### src/ex_stage_pkg.sv
// Register address width, divider counter width and divider state encoding
package ex_stage_pkg;

  //////////////////////////////
  // Pipeline constants
  //////////////////////////////

  // Register file has 32 entries
  localparam int REG_ADDR_W = 5;

  // Iteration counter must hold the value 32
  localparam int DIV_CNT_W = 6;

  //////////////////////////////
  // Divider FSM
  //////////////////////////////

  // Idle or setup, shift-subtract loop, result presented
  typedef enum logic [1:0] {
    DIV_IDLE,
    DIV_RUN,
    DIV_DONE
  } div_state_e;

endpackage

### src/ex_ops_pkg.sv
// Data word width and operation encodings for the ALU, multiplier and divider
package ex_ops_pkg;

  //////////////////////////////
  // Widths
  //////////////////////////////

  // Data word width of the integer pipeline
  localparam int XLEN = 32;

  //////////////////////////////
  // ALU operations
  //////////////////////////////

  // Arithmetic, logic and shift ops first, then set and branch compares
  typedef enum logic [3:0] {
    ALU_ADD,
    ALU_SUB,
    ALU_AND,
    ALU_OR,
    ALU_XOR,
    ALU_SLL,
    ALU_SRL,
    ALU_SRA,
    ALU_SLT,
    ALU_SLTU,
    ALU_EQ,
    ALU_NE,
    ALU_LT,
    ALU_GE,
    ALU_LTU,
    ALU_GEU
  } alu_op_e;

  // Multiplier ops, low half or one of the three high half variants
  typedef enum logic [1:0] {
    MUL_L,
    MUL_H,
    MUL_HU,
    MUL_HSU
  } mul_op_e;

  // Divider ops, quotient or remainder in signed and unsigned form
  typedef enum logic [1:0] {
    DIV_S,
    DIV_U,
    REM_S,
    REM_U
  } div_op_e;

endpackage
### src/ex_stage.sv
// Execute stage top with ALU, multiplier, divider, result mux and EX/WB register
`timescale 1ns/1ps

module ex_stage import ex_ops_pkg::*, ex_stage_pkg::*; (
  input  logic                  clk,
  input  logic                  rst_n,
  input  logic                  instr_valid_i,
  input  logic                  alu_en_i,
  input  logic                  mul_en_i,
  input  logic                  div_en_i,
  input  logic                  branch_i,
  input  alu_op_e               alu_op_i,
  input  mul_op_e               mul_op_i,
  input  div_op_e               div_op_i,
  input  logic [XLEN-1:0]       operand_a_i,
  input  logic [XLEN-1:0]       operand_b_i,
  input  logic                  rf_we_i,
  input  logic [REG_ADDR_W-1:0] rf_waddr_i,
  input  logic [XLEN-1:0]       pc_i,
  input  logic                  kill_ex_i,
  input  logic                  halt_ex_i,
  input  logic                  wb_ready_i,
  output logic                  ex_ready_o,
  output logic                  ex_valid_o,
  output logic                  branch_decision_o,
  output logic [XLEN-1:0]       rf_wdata_o,
  output logic                  wb_valid_o,
  output logic                  wb_rf_we_o,
  output logic [REG_ADDR_W-1:0] wb_rf_waddr_o,
  output logic [XLEN-1:0]       wb_rf_wdata_o,
  output logic [XLEN-1:0]       wb_pc_o,
  output logic                  wb_bch_taken_o
);

  // Valid with kill and halt removed
  logic            instr_valid;
  logic            mul_en_gated;
  logic            div_en_gated;

  // Unit handshakes and results
  logic            mul_valid;
  logic            mul_ready;
  logic            div_valid;
  logic            div_ready;
  logic [XLEN-1:0] alu_result;
  logic            alu_cmp_result;
  logic [XLEN-1:0] mul_result;
  logic [XLEN-1:0] div_result;
  logic            bch_taken;

  assign instr_valid  = instr_valid_i && !kill_ex_i && !halt_ex_i;
  // Multi-cycle units fall back to idle on kill or halt
  assign mul_en_gated = mul_en_i && instr_valid;
  assign div_en_gated = div_en_i && instr_valid;

  // Forwarded write data, ALU by default
  always_comb begin
    if (mul_en_i) begin
      rf_wdata_o = mul_result;
    end else if (div_en_i) begin
      rf_wdata_o = div_result;
    end else begin
      rf_wdata_o = alu_result;
    end
  end

  assign branch_decision_o = alu_cmp_result;
  assign bch_taken         = branch_i && alu_en_i && alu_cmp_result;

  //////////////////////////////
  // Functional units
  //////////////////////////////

  ex_alu i_alu (
    .operator_i   (alu_op_i),
    .operand_a_i  (operand_a_i),
    .operand_b_i  (operand_b_i),
    .result_o     (alu_result),
    .cmp_result_o (alu_cmp_result)
  );

  ex_mult i_mult (
    .clk        (clk),
    .rst_n      (rst_n),
    .operator_i (mul_op_i),
    .op_a_i     (operand_a_i),
    .op_b_i     (operand_b_i),
    .valid_i    (mul_en_gated),
    .ready_i    (wb_ready_i),
    .valid_o    (mul_valid),
    .ready_o    (mul_ready),
    .result_o   (mul_result)
  );

  ex_div i_div (
    .clk        (clk),
    .rst_n      (rst_n),
    .operator_i (div_op_i),
    .op_a_i     (operand_a_i),
    .op_b_i     (operand_b_i),
    .valid_i    (div_en_gated),
    .ready_i    (wb_ready_i),
    .valid_o    (div_valid),
    .ready_o    (div_ready),
    .result_o   (div_result)
  );

  // ALU is always done in the same cycle
  assign ex_valid_o = instr_valid &&
                      (alu_en_i || (mul_en_i && mul_valid) || (div_en_i && div_valid));

  // Kill empties the stage at once, otherwise every unit and WB must agree
  assign ex_ready_o = kill_ex_i || (mul_ready && div_ready && wb_ready_i && !halt_ex_i);

  //////////////////////////////
  // EX/WB register
  //////////////////////////////

  ex_wb_register i_ex_wb_register (
    .clk            (clk),
    .rst_n          (rst_n),
    .ex_valid_i     (ex_valid_o),
    .wb_ready_i     (wb_ready_i),
    .rf_we_i        (rf_we_i),
    .rf_waddr_i     (rf_waddr_i),
    .rf_wdata_i     (rf_wdata_o),
    .pc_i           (pc_i),
    .bch_taken_i    (bch_taken),
    .wb_valid_o     (wb_valid_o),
    .wb_rf_we_o     (wb_rf_we_o),
    .wb_rf_waddr_o  (wb_rf_waddr_o),
    .wb_rf_wdata_o  (wb_rf_wdata_o),
    .wb_pc_o        (wb_pc_o),
    .wb_bch_taken_o (wb_bch_taken_o)
  );

endmodule

### src/ex_wb_register.sv
// EX/WB pipeline register with bubble insertion and hold under back-pressure
`timescale 1ns/1ps

module ex_wb_register import ex_ops_pkg::*, ex_stage_pkg::*; (
  input  logic                  clk,
  input  logic                  rst_n,
  input  logic                  ex_valid_i,
  input  logic                  wb_ready_i,
  input  logic                  rf_we_i,
  input  logic [REG_ADDR_W-1:0] rf_waddr_i,
  input  logic [XLEN-1:0]       rf_wdata_i,
  input  logic [XLEN-1:0]       pc_i,
  input  logic                  bch_taken_i,
  output logic                  wb_valid_o,
  output logic                  wb_rf_we_o,
  output logic [REG_ADDR_W-1:0] wb_rf_waddr_o,
  output logic [XLEN-1:0]       wb_rf_wdata_o,
  output logic [XLEN-1:0]       wb_pc_o,
  output logic                  wb_bch_taken_o
);

  // Instruction moves into WB only on a full handshake
  logic advance;

  assign advance = ex_valid_i && wb_ready_i;

  //////////////////////////////
  // Pipeline register
  //////////////////////////////

  always_ff @(posedge clk or negedge rst_n) begin
    if (!rst_n) begin
      wb_valid_o     <= 1'b0;
      wb_rf_we_o     <= 1'b0;
      wb_rf_waddr_o  <= '0;
      wb_rf_wdata_o  <= '0;
      wb_pc_o        <= '0;
      wb_bch_taken_o <= 1'b0;
    end else begin
      if (advance) begin
        wb_valid_o     <= 1'b1;
        wb_rf_we_o     <= rf_we_i;
        wb_pc_o        <= pc_i;
        wb_bch_taken_o <= bch_taken_i;
        // Write port fields change only for writing instructions
        if (rf_we_i) begin
          wb_rf_waddr_o <= rf_waddr_i;
          wb_rf_wdata_o <= rf_wdata_i;
        end
      end else if (wb_ready_i) begin
        // WB can take something but EX has nothing, so a bubble
        wb_valid_o <= 1'b0;
      end
      // WB stalled, everything holds
    end
  end

endmodule

### src/ex_div.sv
// Iterative restoring divider for signed and unsigned quotient and remainder
`timescale 1ns/1ps

module ex_div import ex_ops_pkg::*, ex_stage_pkg::*; (
  input  logic            clk,
  input  logic            rst_n,
  input  div_op_e         operator_i,
  input  logic [XLEN-1:0] op_a_i,
  input  logic [XLEN-1:0] op_b_i,
  input  logic            valid_i,
  input  logic            ready_i,
  output logic            valid_o,
  output logic            ready_o,
  output logic [XLEN-1:0] result_o
);

  // FSM state and iteration counter
  div_state_e           state_q;
  div_state_e           state_d;
  logic [DIV_CNT_W-1:0] cnt_q;

  // Operand preparation
  logic                 is_signed;
  logic                 div_by_zero;
  logic [XLEN-1:0]      abs_a;
  logic [XLEN-1:0]      abs_b;

  // Datapath registers, quotient bits shift in from the right
  logic [XLEN-1:0]      quo_q;
  logic [XLEN-1:0]      rem_q;
  logic [XLEN-1:0]      divisor_q;
  logic                 neg_quo_q;
  logic                 neg_rem_q;

  // One restoring step
  logic [XLEN:0]        shifted_rem;
  logic [XLEN:0]        trial_diff;

  // Sign-corrected results
  logic [XLEN-1:0]      quo_fixed;
  logic [XLEN-1:0]      rem_fixed;

  assign is_signed   = (operator_i == DIV_S) || (operator_i == REM_S);
  assign div_by_zero = (op_b_i == '0);
  assign abs_a       = (is_signed && op_a_i[XLEN-1]) ? -op_a_i : op_a_i;
  assign abs_b       = (is_signed && op_b_i[XLEN-1]) ? -op_b_i : op_b_i;

  assign shifted_rem = {rem_q, quo_q[XLEN-1]};
  assign trial_diff  = shifted_rem - {1'b0, divisor_q};

  //////////////////////////////
  // Next state
  //////////////////////////////

  always_comb begin
    state_d = state_q;
    case (state_q)
      DIV_IDLE: if (valid_i) state_d = div_by_zero ? DIV_DONE : DIV_RUN;
      DIV_RUN:  if (cnt_q == DIV_CNT_W'(1)) state_d = DIV_DONE;
      DIV_DONE: if (ready_i) state_d = DIV_IDLE;
      default:  state_d = DIV_IDLE;
    endcase
    // Dropped request aborts any operation
    if (!valid_i) begin
      state_d = DIV_IDLE;
    end
  end

  always_ff @(posedge clk or negedge rst_n) begin
    if (!rst_n) begin
      state_q <= DIV_IDLE;
      cnt_q   <= '0;
    end else begin
      state_q <= state_d;
      if (state_q == DIV_IDLE) begin
        cnt_q <= DIV_CNT_W'(XLEN);
      end else if (state_q == DIV_RUN) begin
        cnt_q <= cnt_q - DIV_CNT_W'(1);
      end
    end
  end

  //////////////////////////////
  // Datapath
  //////////////////////////////

  always_ff @(posedge clk) begin
    if (state_q == DIV_IDLE && valid_i) begin
      if (div_by_zero) begin
        // RISC-V result, all ones quotient and the dividend as remainder
        quo_q     <= '1;
        rem_q     <= op_a_i;
        neg_quo_q <= 1'b0;
        neg_rem_q <= 1'b0;
      end else begin
        // Setup on magnitudes, signs kept for the final fix
        quo_q     <= abs_a;
        rem_q     <= '0;
        divisor_q <= abs_b;
        neg_quo_q <= is_signed && (op_a_i[XLEN-1] ^ op_b_i[XLEN-1]);
        neg_rem_q <= is_signed && op_a_i[XLEN-1];
      end
    end else if (state_q == DIV_RUN) begin
      // Keep the difference only if it did not go negative
      if (!trial_diff[XLEN]) begin
        rem_q <= trial_diff[XLEN-1:0];
        quo_q <= {quo_q[XLEN-2:0], 1'b1};
      end else begin
        rem_q <= shifted_rem[XLEN-1:0];
        quo_q <= {quo_q[XLEN-2:0], 1'b0};
      end
    end
  end

  // Most negative by minus one gives 0x80000000 with no negation
  assign quo_fixed = neg_quo_q ? -quo_q : quo_q;
  assign rem_fixed = neg_rem_q ? -rem_q : rem_q;

  assign result_o = (operator_i == REM_S || operator_i == REM_U) ? rem_fixed : quo_fixed;

  assign valid_o = (state_q == DIV_DONE);
  assign ready_o = valid_o ? ready_i : !valid_i;

endmodule

### src/ex_mult.sv
// Two-step 32x32 multiplier with registered product and half selection
`timescale 1ns/1ps

module ex_mult import ex_ops_pkg::*; (
  input  logic            clk,
  input  logic            rst_n,
  input  mul_op_e         operator_i,
  input  logic [XLEN-1:0] op_a_i,
  input  logic [XLEN-1:0] op_b_i,
  input  logic            valid_i,
  input  logic            ready_i,
  output logic            valid_o,
  output logic            ready_o,
  output logic [XLEN-1:0] result_o
);

  // Sign extension bits per operator
  logic                   sign_a;
  logic                   sign_b;
  logic signed [XLEN:0]   op_a_ext;
  logic signed [XLEN:0]   op_b_ext;
  logic signed [2*XLEN+1:0] product;

  // Product register and its valid flag
  logic [2*XLEN-1:0]      product_q;
  logic                   prod_valid_q;

  // MULH treats both signed, MULHSU only a, MULHU and MUL neither
  assign sign_a = (operator_i == MUL_H) || (operator_i == MUL_HSU);
  assign sign_b = (operator_i == MUL_H);

  assign op_a_ext = $signed({sign_a & op_a_i[XLEN-1], op_a_i});
  assign op_b_ext = $signed({sign_b & op_b_i[XLEN-1], op_b_i});
  assign product  = op_a_ext * op_b_ext;

  // Step one, product captured while no result is held
  always_ff @(posedge clk) begin
    if (valid_i && !prod_valid_q) begin
      product_q <= product[2*XLEN-1:0];
    end
  end

  // Result flag drops on an empty input or on acceptance downstream
  always_ff @(posedge clk or negedge rst_n) begin
    if (!rst_n) begin
      prod_valid_q <= 1'b0;
    end else if (!valid_i) begin
      prod_valid_q <= 1'b0;
    end else if (prod_valid_q) begin
      prod_valid_q <= !ready_i;
    end else begin
      prod_valid_q <= 1'b1;
    end
  end

  // Step two, result presented
  assign valid_o = prod_valid_q;

  // Idle is ready only without a pending request
  assign ready_o = prod_valid_q ? ready_i : !valid_i;

  // Low half for MUL, high half for all others
  assign result_o = (operator_i == MUL_L) ? product_q[XLEN-1:0] : product_q[2*XLEN-1:XLEN];

endmodule

### src/ex_alu.sv
// Single-cycle ALU with shared adder, comparator and branch decision
`timescale 1ns/1ps

module ex_alu import ex_ops_pkg::*; (
  input  alu_op_e         operator_i,
  input  logic [XLEN-1:0] operand_a_i,
  input  logic [XLEN-1:0] operand_b_i,
  output logic [XLEN-1:0] result_o,
  output logic            cmp_result_o
);

  // Shared adder, subtracts for everything except ADD
  logic            sub_mode;
  logic [XLEN-1:0] adder_op_b;
  logic [XLEN:0]   adder_result;

  // Comparison flags
  logic            is_equal;
  logic            less_unsigned;
  logic            less_signed;

  // Shift amount from the low five bits of operand b
  logic [4:0]      shamt;

  assign sub_mode   = (operator_i != ALU_ADD);
  assign adder_op_b = sub_mode ? ~operand_b_i : operand_b_i;

  // Carry in completes the two's complement of operand b
  assign adder_result = {1'b0, operand_a_i} + {1'b0, adder_op_b} + {{XLEN{1'b0}}, sub_mode};

  //////////////////////////////
  // Comparator
  //////////////////////////////

  assign is_equal = (adder_result[XLEN-1:0] == '0);

  // No carry out of a - b means a < b unsigned
  assign less_unsigned = ~adder_result[XLEN];

  // Differing signs decide directly, equal signs fall back to unsigned
  assign less_signed = (operand_a_i[XLEN-1] ^ operand_b_i[XLEN-1]) ?
                       operand_a_i[XLEN-1] : less_unsigned;

  // Branch decision and set-less-than outcome
  always_comb begin
    case (operator_i)
      ALU_EQ:            cmp_result_o = is_equal;
      ALU_NE:            cmp_result_o = ~is_equal;
      ALU_LT, ALU_SLT:   cmp_result_o = less_signed;
      ALU_GE:            cmp_result_o = ~less_signed;
      ALU_LTU, ALU_SLTU: cmp_result_o = less_unsigned;
      ALU_GEU:           cmp_result_o = ~less_unsigned;
      default:           cmp_result_o = 1'b0;
    endcase
  end

  //////////////////////////////
  // Result mux
  //////////////////////////////

  assign shamt = operand_b_i[4:0];

  always_comb begin
    case (operator_i)
      ALU_ADD, ALU_SUB: result_o = adder_result[XLEN-1:0];
      ALU_AND:          result_o = operand_a_i & operand_b_i;
      ALU_OR:           result_o = operand_a_i | operand_b_i;
      ALU_XOR:          result_o = operand_a_i ^ operand_b_i;
      ALU_SLL:          result_o = operand_a_i << shamt;
      ALU_SRL:          result_o = operand_a_i >> shamt;
      ALU_SRA:          result_o = $unsigned($signed(operand_a_i) >>> shamt);
      // Set and compare ops return the zero-extended outcome
      default:          result_o = {{(XLEN-1){1'b0}}, cmp_result_o};
    endcase
  end

endmodule

### config.mk
export PLATFORM = sky130hd
export DESIGN_NAME = ex_stage
export DESIGN_NICKNAME = d
export VERILOG_FILES = /design/src/ex_stage_pkg.sv /design/src/ex_ops_pkg.sv /design/src/ex_stage.sv /design/src/ex_wb_register.sv /design/src/ex_div.sv /design/src/ex_mult.sv /design/src/ex_alu.sv
export SDC_FILE = /design/constraint.sdc
export NUM_CORES = 2
export LEC_CHECK = 0
export BUFFER_PORTS_ARGS = -buffer_cell sky130_fd_sc_hd__clkbuf_2
export CAP_MARGIN = 10
export CORE_UTILIZATION = 30
export DETAILED_ROUTE_END_ITERATION = 8
export PLACE_DENSITY = 0.46
export SYNTH_ARGS = -nofsm -noshare
export SYNTH_HDL_FRONTEND = slang
export SYNTH_SLANG_ARGS = --single-unit
### constraint.sdc
create_clock -name clk -period 9.8 [get_ports clk]
set_clock_uncertainty 0.15 [all_clocks]
set_input_delay 0 -clock clk [delete_from_list [all_inputs] [get_ports clk]]
set_output_delay 0 -clock clk [all_outputs]
set_load 0.03 [all_outputs]
==> metrics.txt <==
Final setup viols 0; yosys warns 0; Mapped Nets 8,290; Fin Hold WS ~14 ps; clock buffer depth 3; main area contributors after synthesis fa_1, edfxtp_1, inv_1, ha_1, nand2_1; most used routing layer met2; clock sinks about 240; cell taking the most area after synthesis fa_1; Reg-to-Reg Start i_div.quo_q[31]; global routing met2 resource utilization between 40% and 50%; worst min path class input pin to flop; Post-synth EDFFs about 160; later-pin clock latency in the skew report 580 ps; drt drc 0; post-synthesis sequential area ratio between 10% and 20%; Global Route met1 Usage between 30% and 40%; capture point of the worst reg-to-reg path i_div.rem_q[31]; vias around 50,000; post-CTS setup buffers 0; vias in the first global route 52,300; pin slew with the least headroom to its limit 1270 ps; global-route wire length before repair ~390,000 um; WL/cell approximately 29 um; Yosys cell types 85; grt total ovfl 0; crit start category input pin; initial antenna violation count 27; delay-heaviest family, CP adder cells; CTS tree built; routability cong. just over 1; fmax ~110 MHz; status completed; slowest stage delay, CP around 600 ps; Core Region between 150,000 and 200,000 um^2; DR iter-0 viols roughly 4,800; Num CTS Buffers 34; WS Path Type input pin to flop; DRT Wirelength 274,000 um; post-synthesis instance area 59,000 um^2; met3 usage under 10%; DP Cell Count 9,390; FF-to-FF setup slack around 4700 ps; DPL Wire Length around 220,000 um; Synth top area share 38.3%; endpoint class of the critical path flop; Hold Path End i_div.divisor_q[11]; Starting Density a little under a third; Crit-path slowest cell fa_1; Arrival @ worst endpoint 8960 ps; crit-path most repeated cell fa_1; CTS clock-pin slew for the worst setup and hold paths roughly 60 ps; root buffer cell clkbuf_16; GRT Total Usage 27.6%; Die Area just under 200,000 um^2; Fin. Hold Viols 0; fill cell total of the finished layout 20,500; fin crit share 89.8%; commonest non-fill, non-tap cell in the layout inv_1; die height between 400 and 500 um; WP data required 9950 ps; pin count of the biggest net entering global routing 71; post-route minimum period between 8000 and 9000 ps; Via density roughly 5.3; Top FF cell, synth edfxtp_1; number of non-filler instances in the completed layout roughly 9,500; WP buf/inv 7; area grow syn2layout 11.7%; Synth Instances between 6,000 and 7,000; Final Util between 30% and 40%; PortBufs 226; #FFs+latches synth approximately 240; max-slew violation count 0; die width 445 um; ys async rst share between 30 and 40%; Worst Reg-to-Reg Cells 15; Max-cap violations 0; # rows roughly 160; htree depth 2; PostCTS Resize Cnt 0; hold_sp operand_b_i[11]; io pins 227; post-route ant nets 0; RSZ-0062 raised after global routing no; Max Fanout on Critical Path 22; CTS Hold Buffers Added 87; layout cells sized above 1 approximately a tenth; drt first pass iters 6; Final nets between 8,000 and 9,000; Hold Crit Depth 2; Slew HR a little over an eighth; most frequent cells in the layout inv_1, fa_1, nand2_1, nor2_1, ha_1; setup TNS 0 ps; Avg Cell Area, Syn 8.81 um^2
-- Yosys cell counts (15+ instances only) --
master	count
and2_1	22
edfxtp_1	162
inv_1	1261
fa_1	1127
buf_1	94
o21a_1	29
and3_1	37
nor2b_1	23
o21bai_1	18
dfrtp_1	81
nor2_1	563
mux2i_1	106
or4_1	16
a21oi_1	215
mux4_2	54
nand4_1	24
o41ai_1	16
xor2_1	48
a221oi_1	17
clkbuf_1	293
o211ai_1	39
ha_1	346
o2111ai_1	15
o21ai_0	221
nor3_1	53
a21o_1	44
mux2_2	44
nand2_1	1058
xnor2_1	216
a31oi_1	42
nand2b_1	21
or3_1	37
nand3_1	45
o31ai_1	38
a211oi_1	36
clkinv_1	25
-- state kept, by name, indices dropped and copies added (netlist names) --
signal                           flops
i_div.neg_rem_q                      1
i_ex_wb_register.wb_rf_we_o          1
i_ex_wb_register.wb_rf_waddr_o       5
i_mult.product_q                    64
i_div.state_q                        2
i_ex_wb_register.wb_valid_o          1
i_ex_wb_register.wb_rf_wdata_o      32
i_div.rem_q                         32
i_div.divisor_q                     32
i_div.neg_quo_q                      1
i_ex_wb_register.wb_pc_o            32
i_div.cnt_q                          6
i_ex_wb_register.wb_bch_taken_o      1
i_mult.valid_o                       1
i_div.quo_q                         32
-- kinds of logic after synthesis --
group / share of synthesized area [%]
simple gates: 13.7
buf+inv: 10.8
fa+ha+maj: 45.6
compound gates: 9.53
xor+xnor: 3.92
flops: 11.7
mux: 4.72
-- worst reg2reg max path, cell delays in order, from the launching register on --
cell	delay [ps]
edfxtp_1	410
inv_1	240
ha_1	290
fa_1	250
nor2b_1	80
o31a_1	280
o41ai_1	590
a31o_2	300
o211ai_1	170
a21oi_1	360
nor2_1	150
o211ai_1	190
buf_4	540
or4b_2	640
o2111ai_1	110
a22o_1	160
-- per-stage QoR --
| stage | worst slack (ps) | area (um^2) |
|---|---|---|
| after floorplan | 1270 | 59000 |
| after global placement | 593 | 63800 |
| after detailed placement | 544 | 63800 |
| after CTS | 1030 | 65900 |
| after global routing | 628 | 65900 |
| final | 996 | 65900 |
-- worst max path at each step --
stage	from	to	slack [ps]	cells past startpoint
after floorplan	operand_b_i[1]	i_mult.product_q[52]	1270	28
after global placement	operand_a_i[15]	i_mult.product_q[62]	590	26
after detailed placement	operand_a_i[15]	i_mult.product_q[62]	540	26
after CTS	operand_b_i[0]	i_mult.product_q[62]	1030	30
after global routing	operand_b_i[0]	i_mult.product_q[62]	630	30
final	operand_b_i[0]	i_mult.product_q[62]	1000	28
-- metal layers --
metal / routed length, um / share of wire, %
met5: 62 / 0.023
met3: 20500 / 7.5
met1: 113000 / 41
met4: 17800 / 6.5
met2: 123000 / 45
-- cell type report --
type | count | area [um^2] | share of cell area [%]
Inverter | 1296 | 4870 | 7.39
Timing Repair Buffer | 556 | 3900 | 5.91
Multi-Input combinational cell | 4760 | 45800 | 69.5
Antenna cell | 9 | 22.5 | 0.0342
Tap cell | 2624 | 3280 | 4.98
Clock buffer | 44 | 970 | 1.47
Clock inverter | 17 | 199 | 0.302
Sequential cell | 243 | 6890 | 10.5
Power is left out: the tool's default activity adds up to more than one toggle a clock period on the data nets, which glitch-free logic cannot reach.
